===== src/beam_pkg.sv =====
// beamforming combiner definitions
`default_nettype none

package beam_pkg;

    // bits in one signed sample of a channel word
    localparam int sample_width = 16;

    // bits in the real or the imaginary part of a weight
    localparam int weight_width = 8;

    // samples carried side by side in one beat
    localparam int lanes = 8;

    // channels that are weighted and summed into the output stream
    localparam int channels = 4;

    // weights are fixed point with this many fraction bits, so every
    // product is shifted right by the same amount before it is kept
    localparam int frac_bits = 7;

    // one signed sample as it sits in a channel word
    typedef logic signed [sample_width-1:0] sample_t;

    // one signed weight part, real or imaginary
    typedef logic signed [weight_width-1:0] weight_t;

    // one beat of samples, lane 0 in the low bits
    typedef logic [lanes*sample_width-1:0] word_t;

    // a sample times a weight part at full precision, before the shift
    typedef logic signed [sample_width+weight_width-1:0] product_t;

endpackage

`default_nettype wire


===== src/chan_if.sv =====
// channel pipeline item
`timescale 1ns/10ps
`default_nettype none

// one channel's item as it moves from one pipeline stage to the next
// valid only marks a slot that holds data, the stall comes from outside
interface chan_if;

    logic valid;
    logic last;
    beam_pkg::word_t re;
    beam_pkg::word_t im;

    // the stage that owns the registers
    modport source (output valid, output last, output re, output im);

    // the stage that consumes them
    modport sink (input valid, input last, input re, input im);

endinterface

`default_nettype wire


===== src/beam_sum.sv =====
// four channel adder
`timescale 1ns/10ps
`default_nettype none

// stage 4, adds the weighted channels lane by lane into the output beat
module beam_sum (
    input  logic clock,
    input  logic resetn,
    input  logic advance,
    chan_if.sink c0,
    chan_if.sink c1,
    chan_if.sink c2,
    chan_if.sink c3,
    output logic m_valid,
    output logic m_last,
    output beam_pkg::word_t m_re,
    output beam_pkg::word_t m_im
);

    beam_pkg::word_t sum_re;
    beam_pkg::word_t sum_im;

    // two guard bits cover four terms, the result wraps to 16 bits
    function automatic beam_pkg::sample_t add4(input beam_pkg::sample_t a,
                                               input beam_pkg::sample_t b,
                                               input beam_pkg::sample_t c,
                                               input beam_pkg::sample_t d);
        logic signed [beam_pkg::sample_width+1:0] acc;
        acc = a;
        acc = acc + b;
        acc = acc + c;
        acc = acc + d;
        return acc[beam_pkg::sample_width-1:0];
    endfunction

    always_comb begin
        for (int i = 0; i < beam_pkg::lanes; i++) begin
            sum_re[i*beam_pkg::sample_width +: beam_pkg::sample_width] = add4(
                c0.re[i*beam_pkg::sample_width +: beam_pkg::sample_width],
                c1.re[i*beam_pkg::sample_width +: beam_pkg::sample_width],
                c2.re[i*beam_pkg::sample_width +: beam_pkg::sample_width],
                c3.re[i*beam_pkg::sample_width +: beam_pkg::sample_width]);
            sum_im[i*beam_pkg::sample_width +: beam_pkg::sample_width] = add4(
                c0.im[i*beam_pkg::sample_width +: beam_pkg::sample_width],
                c1.im[i*beam_pkg::sample_width +: beam_pkg::sample_width],
                c2.im[i*beam_pkg::sample_width +: beam_pkg::sample_width],
                c3.im[i*beam_pkg::sample_width +: beam_pkg::sample_width]);
        end
    end

    // channel items move in lockstep, so channel 0 speaks for all four
    always_ff @(posedge clock) begin
        if (!resetn) begin
            m_valid <= 1'b0;
        end else if (advance) begin
            m_valid <= c0.valid;
        end
    end

    always_ff @(posedge clock) begin
        if (advance) begin
            m_last <= c0.last;
            m_re <= sum_re;
            m_im <= sum_im;
        end
    end

endmodule

`default_nettype wire


===== src/flat_wrapper.sv =====
// flat-port wrapper written by rule: the top's interface ports become plain ports
module beam_sum_flat 
  (clock, resetn, advance, m_valid, m_last, m_re, m_im, c0_valid, c0_last, c0_re, c0_im, c1_valid, c1_last, c1_re, c1_im, c2_valid, c2_last, c2_re, c2_im, c3_valid, c3_last, c3_re, c3_im);
  chan_if c0_i ();
  chan_if c1_i ();
  chan_if c2_i ();
  chan_if c3_i ();
  input  logic clock;
  input  logic resetn;
  input  logic advance;
  output logic m_valid;
  output logic m_last;
  output beam_pkg::word_t m_re;
  output beam_pkg::word_t m_im;
  input wire logic [$bits(c0_i.valid)-1:0] c0_valid;
  input wire logic [$bits(c0_i.last)-1:0] c0_last;
  input wire logic [$bits(c0_i.re)-1:0] c0_re;
  input wire logic [$bits(c0_i.im)-1:0] c0_im;
  input wire logic [$bits(c1_i.valid)-1:0] c1_valid;
  input wire logic [$bits(c1_i.last)-1:0] c1_last;
  input wire logic [$bits(c1_i.re)-1:0] c1_re;
  input wire logic [$bits(c1_i.im)-1:0] c1_im;
  input wire logic [$bits(c2_i.valid)-1:0] c2_valid;
  input wire logic [$bits(c2_i.last)-1:0] c2_last;
  input wire logic [$bits(c2_i.re)-1:0] c2_re;
  input wire logic [$bits(c2_i.im)-1:0] c2_im;
  input wire logic [$bits(c3_i.valid)-1:0] c3_valid;
  input wire logic [$bits(c3_i.last)-1:0] c3_last;
  input wire logic [$bits(c3_i.re)-1:0] c3_re;
  input wire logic [$bits(c3_i.im)-1:0] c3_im;
  assign c0_i.valid = c0_valid;
  assign c0_i.last = c0_last;
  assign c0_i.re = c0_re;
  assign c0_i.im = c0_im;
  assign c1_i.valid = c1_valid;
  assign c1_i.last = c1_last;
  assign c1_i.re = c1_re;
  assign c1_i.im = c1_im;
  assign c2_i.valid = c2_valid;
  assign c2_i.last = c2_last;
  assign c2_i.re = c2_re;
  assign c2_i.im = c2_im;
  assign c3_i.valid = c3_valid;
  assign c3_i.last = c3_last;
  assign c3_i.re = c3_re;
  assign c3_i.im = c3_im;
  beam_sum u_core (.clock(clock), .resetn(resetn), .advance(advance), .c0(c0_i), .c1(c1_i), .c2(c2_i), .c3(c3_i), .m_valid(m_valid), .m_last(m_last), .m_re(m_re), .m_im(m_im));
endmodule

===== config.mk =====
export PLATFORM = sky130hd
export DESIGN_NAME = beam_sum_flat
export DESIGN_NICKNAME = d
export VERILOG_FILES = /design/src/beam_pkg.sv /design/src/chan_if.sv /design/src/beam_sum.sv /design/src/flat_wrapper.sv
export SDC_FILE = /design/constraint.sdc
export NUM_CORES = 1
export LEC_CHECK = 0
export BUFFER_PORTS_ARGS = -buffer_cell sky130_fd_sc_hd__buf_2
export CAP_MARGIN = 30
export CORE_AREA = 2 2 509 511
export CTS_BUF_LIST = sky130_fd_sc_hd__clkbuf_4
export DETAILED_ROUTE_END_ITERATION = 12
export DIE_AREA = 0 0 511 513
export HOLD_SLACK_MARGIN = 0.02
export SLEW_MARGIN = 10
export SYNTH_ARGS = -nofsm -noshare
export SYNTH_HDL_FRONTEND = slang
export SYNTH_SLANG_ARGS = --single-unit

===== constraint.sdc =====
create_clock -name clock -period 5.7 [get_ports clock]
set_clock_uncertainty 0.15 [all_clocks]
set_input_delay 0.855 -clock clock [delete_from_list [all_inputs] [get_ports clock]]
set_output_delay 0.855 -clock clock [all_outputs]
set_load 0.02 [all_outputs]

==> results by group, run 1 <==
Status
  • Status: completed

Timing
  • Finish-stage setup viols: 0
  • Unrepaired setup endpoints after global routing: false
  • Final Max Tran Viols: 0
  • Setup TNS: 0 ps
  • Final period utilization: around 74%
  • Post-route minimum period: 4230 ps
  • Worst Max-Slew Pin Slew: roughly 900 ps
  • Relative slew slack: 40.1%
  • FMAX: 237 MHz
  • Fin. Hold Viols: 0

Placed design
  • RD Place Congestion: 1.02
  • Port bufs: 1286
  • Final HPWL DP: ~190 mm

Clock network
  • H-tree depth: 3
  • Post-CTS Resized: 0
  • Worst-Skew Late Latency: 1070 ps
  • TritonCTS buffer count: 97
  • Clk pin slew, worst setup/hold paths: 60 ps
  • CTS tree: done
  • Max clock buf depth: 3
  • Root buffer cell: clkbuf_4
  • # clock sinks: 258

Drt
  • Post-route DRC: 0
  • Routed via count: 29952
  • Number of routed nets with antenna violations: 0
  • Pre-Repair DR Iteration Count: 5
  • DR iter-0 viols: 1846
  • WL final: 209 mm
  • Detailed-route wire length per cell: between 20 and 25 um
  • Vias per inst: 3.56

Finish
  • Fillers: 29068
  • Area of the multi-input gates: a little over 20000 um2
  • Most common cell after layout, fill and taps aside: inv_1
  • Fin util: 17.8%
  • Layout Nets: 6619
  • Sequential cell area: 7740 um2
  • Fraction of layout cells with a size suffix above 1: 29.4%
  • Area growth, synth to finish: 39.3%
  • Most frequent cells in the layout: inv_1, buf_2, fa_1, edfxtp_1, ha_1

Synth
  • Avg Cell Area, Syn: about 9.6 um2
  • Register area share after synthesis: between 20% and 30%
  • Synth Register Bits: around 260
  • Number of flops mapped to enable cells by yosys: roughly 260
  • Cell count after synthesis: between 3000 and 4000
  • Mapped cell area: 32800 um2
  • Ys flop type: edfxtp_1
  • Yosys warns: 0
  • Netlist cell types: a little over 60
  • Post-synth net total: 5165
  • Asr flop ratio synth: 0%

Floorplanning
  • Die area: 262000 um2
  • Die height: 513 um
  • Die X-Extent: 511 um
  • Core footprint: 256000 um2
  • Num rows: 186
  • Initial Util: 12.8%
  • I/O pin count: 1293

Setup path
  • Crit Path Class: in -> reg
  • Crit Path Max Fanout: 3
  • Worst EP required: 6370 ps
  • Slowest CP cell: fa_1
  • Critical path cell sequence: buf_2 > inv_1 > fa_1 > inv_1 > fa_1 > dlygate4sd3_1 > ha_1 > fa_1 > a211oi_1 > o21bai_1 > o211ai_1 > a21boi_1 > mux2i_1 > o2111ai_1
  • CP top delay family: adder cells
  • Crit path DAT: 4890 ps
  • Most frequent CP cell: fa_1
  • CP endpoint kind: flop
  • CP Launch Type: input pin
  • Max stage delay on crit path: 580 ps
  • Buffers and inverters on the worst path: 4

Global route
  • Global route total overflow: 0
  • Largest net degree at the start of global routing: 75
  • Vias in the first global route: 29921
  • Antenna violations before repair: 303
  • First-pass GRT wire length: 268 mm
  • All-Layer GR Usage: between 15 and 20%

Flow run
  • Maxcap violations: 0

Power and ir drop
  • Static leakage: 23.7 nW
  • Power per cell area: 362 nW/um2
  • Worst vdd rail ir drop: 0.000149 V

Hold path
  • Hold/Removal Path Class: in -> reg
==> Yosys cell counts, types with 5 or more instances <==
library cell | instances | area [um2]
inv_1 | 1305 | 4900
fa_1 | 480 | 9610
edfxtp_1 | 257 | 7720
ha_1 | 240 | 3000
xnor2_1 | 196 | 1720
a21oi_1 | 134 | 671
nor2_1 | 86 | 323
o21ai_0 | 69 | 345
nand2_1 | 68 | 255
a21o_1 | 66 | 495
xor2_1 | 65 | 569
a211oi_1 | 38 | 285
nor2b_1 | 33 | 206
nand2b_1 | 30 | 188
o21a_1 | 27 | 203
o21ai_1 | 26 | 130
a31oi_1 | 21 | 131
nor3_1 | 21 | 105
o21bai_1 | 21 | 158
nand3_1 | 20 | 100
o211ai_1 | 16 | 120
a211o_1 | 12 | 105
mux2i_1 | 12 | 120
o41ai_1 | 11 | 96.3
and2_1 | 10 | 62.6
a21boi_1 | 9 | 67.6
clkbuf_1 | 9 | 33.8
nand4_1 | 9 | 56.3
o2111ai_1 | 8 | 70.1
or3_1 | 8 | 50.1
and3_1 | 7 | 43.8
o2bb2ai_1 | 7 | 61.3
a2111o_1 | 6 | 67.6
a221oi_1 | 6 | 52.6
o41a_1 | 6 | 67.6
a2111oi_0 | 5 | 43.8
o22ai_1 | 5 | 31.3
==> per-stage QoR <==
stage	instance area [um2]	power, mW	instances	hold slack [ps]	setup slack [ps]
global placement	43500	14.2	8075	346	833
detailed placement	43500	14.2	8075	353	765
CTS	45400	16.9	8315	24.5	1680
finish	45700	16.6	8423	229	1470
floorplan	32800	9.89	3410	439	1590
global route	45600	17.9	8372	125	1430
==> worst register-to-register path, stage by stage (launching register included) <==
cell and delay [ps]:
dfxtp_1 310, mux2i_1 120, nor2b_1 60, dlygate4sd3_1 550
==> where the power goes <==
part           internal [mW]  total, mW  leakage (nW)  switching (mW)
registers               3.37       3.63          2.52           0.257
clock network           1.08       2.34         0.697            1.26
logic                   3.81       10.6          20.5            6.77
==> metal layers <==
| layer | global-route usage, % | share of wire, % | vias to the layer above |
|---|---|---|---|
| met5 | 0 | 0.65 | - |
| met4 | 7.20 | 5.1 | 202 |
| met3 | 9.87 | 15 | 659 |
| met2 | 24.4 | 44 | 1653 |
| li1 | - | - | 13500 |
| met1 | 16.4 | 35 | 13938 |
==> cell families (layout without fill, tap and decap cells) <==
group	after synthesis	in the layout	synth area share, %
other	0	108	0
AOI/OAI and AO/OA	532	532	10.9
muxes	12	12	0.366
DFF	258	258	23.6
adders and majority gates	720	720	38.4
xor gates and xnor gates	261	261	6.97
and+or+nand+nor	312	312	4.68
buffers and inverters	1315	2836	15.0
==> state kept, by name, indices dropped and copies added (netlist names) <==
register	count
u_core.m_last	1
u_core.m_valid	1
u_core.m_im	128
u_core.m_re	128
==> timing repair <==
| item | in CTS | in global routing |
|---|---|---|
| hold buffers | 74 | 0 |
| buffers inserted | 0 | 0 |
| hold endpoints to repair | 111 | 0 |
==> final timing paths <==
check | from | endpoint | slack (ps) | cells after the start
setup / recovery | c3_im[49] | u_core.m_im[61]$_DFFE_PP_ | 1470 | 14
hold / removal | c1_im[0] | u_core.m_im[0]$_DFFE_PP_ | 230 | 3
hold reg to reg | u_core.m_valid$_SDFFE_PN0P_ | u_core.m_valid$_SDFFE_PN0P_ | 930 | 3
setup reg to reg | u_core.m_valid$_SDFFE_PN0P_ | u_core.m_valid$_SDFFE_PN0P_ | 4400 | 3
==> layout make-up <==
class | instances | share of cell area [%]
antenna | 108 | 0.591
tap | 3384 | 9.26
clock buffer | 132 | 2.17
clock inverter | 34 | 0.397
timing repair buffer | 1365 | 15.9
multi-input combinational | 1837 | 44.1
sequential | 258 | 16.9
inverter | 1305 | 10.7
Note: power is estimated with default switching activity, not from simulation.
==> run 2, diff against run 1 <==
Clock period 5.7 ns to 4.3 ns, I/O delays scaled along.
==> run 2 against run 1 <==
Net effect: first-iteration DRC count up 2.4%; wire length rose by 0.41%; hold slack improved by 3.3 ps; utilization increased by 0.39 points; die area unchanged; sequential cell count stayed put; worst setup slack worse by 1500 ps; power is 35% higher.
==> results by group, run 2 (synthesis gave the netlist of run 1 again) <==
Status
  • Status: completed

Timing
  • Relative slew slack: 37.3% (-2.8 points)
  • Setup TNS: 0 ps (unchanged)
  • Fin. Hold Viols: 0 (unchanged)
  • Finish-stage setup viols: 0 (unchanged)
  • FMAX: ~230 MHz
  • Final Max Tran Viols: 0 (unchanged)
  • Unrepaired setup endpoints after global routing: false
  • Final period utilization: 99.8%
  • Worst Max-Slew Pin Slew: 934 ps (+42.0 ps)
  • Smallest hold slack: 232 ps (+3.33 ps)
  • Post-route minimum period: 4290 ps

Floorplanning
  • Num rows: 186 (unchanged)
  • Die X-Extent: 511 um (unchanged)
  • Die area: 262000 um2 (unchanged)
  • I/O pin count: 1293 (unchanged)
  • Die height: 513 um (unchanged)
  • Core footprint: 256000 um2 (unchanged)
  • Initial Util: 12.8% (unchanged)

Placed design
  • Final HPWL DP: 193 mm (+0.68%)
  • Port bufs: 1286 (unchanged)
  • RD Place Congestion: 1.00 (-2.2%)
  • Placed inst area: 44000 um2 (+1.1%)
  • Cells after DPL: 8128 (+0.66%)

Drt
  • WL final: 210 mm (+0.41%)
  • Pre-Repair DR Iteration Count: 5 (unchanged)
  • DR iter-0 viols: 1890 (+2.4%)
  • Post-route DRC: 0 (unchanged)
  • Routed via count: 30157 (+0.68%)
  • Number of routed nets with antenna violations: 0 (unchanged)
  • Vias per inst: 3.53 (-0.59%)
  • Detailed-route wire length per cell: 24.6 um (-0.86%)

Clock network
  • Clk pin slew, worst setup/hold paths: 60 ps (about the same)
  • Worst-Skew Late Latency: 1020 ps (-50 ps)
  • CTS tree: done
  • H-tree depth: 3 (unchanged)
  • TritonCTS buffer count: 94 (-3.1%)
  • Max clock buf depth: 3 (unchanged)
  • Post-CTS Setup Bufs: 0 (unchanged)
  • Root buffer cell: clkbuf_4
  • # clock sinks: 258 (unchanged)

Global route
  • GRT met2 Usage: 24.6% (+0.11 points)
  • M1 GR Usage: 16.6% (+0.19 points)
  • Vias in the first global route: 30413 (+1.6%)
  • Met3 Usage GRT: 9.99% (+0.12 points)
  • First-pass GRT wire length: 270 mm (+0.74%)
  • All-Layer GR Usage: 15.7% (+0.084 points)
  • Global route total overflow: 0 (unchanged)
  • Antenna violations before repair: 300 (-0.99%)
  • Busiest layer in global routing: met2
  • Largest net degree at the start of global routing: 68 (-9.3%)

Flow run
  • Maxcap violations: 0 (unchanged)

Setup path
  • CP endpoint kind: flop
  • Crit Path Class: in -> reg
  • Worst EP required: 4870 ps (-1500 ps)
  • Crit Path Max Fanout: 3 (unchanged)
  • Crit path DAT: 4870 ps (-20 ps)
  • CP Launch Type: input pin

Power and ir drop
  • Power per cell area: 478 nW/um2 (+32%)
  • Static leakage: 24.2 nW (+2.0%)
  • Worst vdd rail ir drop: 0.000208 V (+40%)

Finish
  • Biggest regs: u_core.m_im (128), u_core.m_re (128)
  • Fillers: 28959 (-0.37%)
  • Fin cells: 8531 (+1.3%)
  • Post-route cell area: 46700 um2 (+2.2%)
  • Fin util: 18.2% (+0.39 points)
  • Layout Nets: 6718 (+1.5%)
  • Most common cell after layout, fill and taps aside: inv_1
  • Area growth, synth to finish: 42.3%
  • Fraction of layout cells with a size suffix above 1: 29.7% (+0.36 points)
  • Most frequent cells in the layout: inv_1, buf_2, fa_1, edfxtp_1, ha_1

Hold path
  • Hold/Removal Path Class: in -> reg
-- run 2: cell count changes in the layout (fill, tap and decap cells not counted), sizes merged, moves of 2 or more --
| cell | previous run | this run |
|---|---|---|
| diode | 108 | 114 |
| dlygate4sd3 | 74 | 123 |
| buf | 1291 | 1344 |
| clkinv | 29 | 44 |
| clkbuf | 132 | 116 |
| bufinv | 0 | 2 |
-- run 2: worst paths after layout --
kind	from	end	slack, ps	cells past startpoint
setup / recovery	c1_im[48]	u_core.m_im[61]$_DFFE_PP_	8	16
setup reg to reg	u_core.m_valid$_SDFFE_PN0P_	u_core.m_valid$_SDFFE_PN0P_	2980	3
hold reg to reg	u_core.m_valid$_SDFFE_PN0P_	u_core.m_valid$_SDFFE_PN0P_	960	3
hold / removal	c2_re[79]	u_core.m_re[79]$_DFFE_PP_	230	4
-- run 2: critical path: stages --
cell	delay, ps
dlygate4sd3_1	540
buf_2	130
fa_1	420
dlygate4sd3_1	580
ha_1	180
dlygate4sd3_1	560
ha_1	250
fa_2	400
a211oi_2	220
o21bai_2	120
buf_12	140
o211ai_1	170
buf_4	150
a21boi_1	70
mux2i_1	160
o2111ai_1	140
-- run 2: timing repair --
action	CTS	global route
endpoints found under the setup margin	0	4
resized for setup	0	5
hold buffers	123	0
hold endpoints to repair	131	0
-- run 2: metal layers --
layer | vias to the layer above | wire [um]
met5 | - | 1110
met4 | 168 | 10900
met3 | 593 | 31000
met2 | 1628 | 91400
met1 | 14045 | 75400
li1 | 13723 | -
-- run 2: layout make-up --
| cell class | count | area, um2 | share of cell area [%] |
|---|---|---|---|
| Multi-Input combinational cell | 1837 | 20200 | 43.2 |
| Timing Repair Buffer | 1467 | 8240 | 17.6 |
| Sequential cell | 258 | 7740 | 16.6 |
| Inverter | 1305 | 4900 | 10.5 |
| Tap cell | 3384 | 4230 | 9.07 |
| Clock buffer | 116 | 871 | 1.86 |
| Antenna cell | 114 | 285 | 0.611 |
| Clock inverter | 50 | 279 | 0.597 |
-- run 2: stage by stage --
stage | setup slack [ps] | total power, mW
after floorplan | 399 | 13.1
after global placement | -262 | 19.2
after detailed placement | -320 | 19.2
after CTS | 51.3 | 22.8
after global routing | 38.6 | 24.2
final | 7.82 | 22.3
-- run 2: report_power, final --
group	internal [mW]	switching, mW	leakage, nW
Sequential	4.48	0.367	2.52
Clock	1.40	1.62	0.676
Combinational	5.41	9.04	21.0
Total	11.3	11.0	24.2
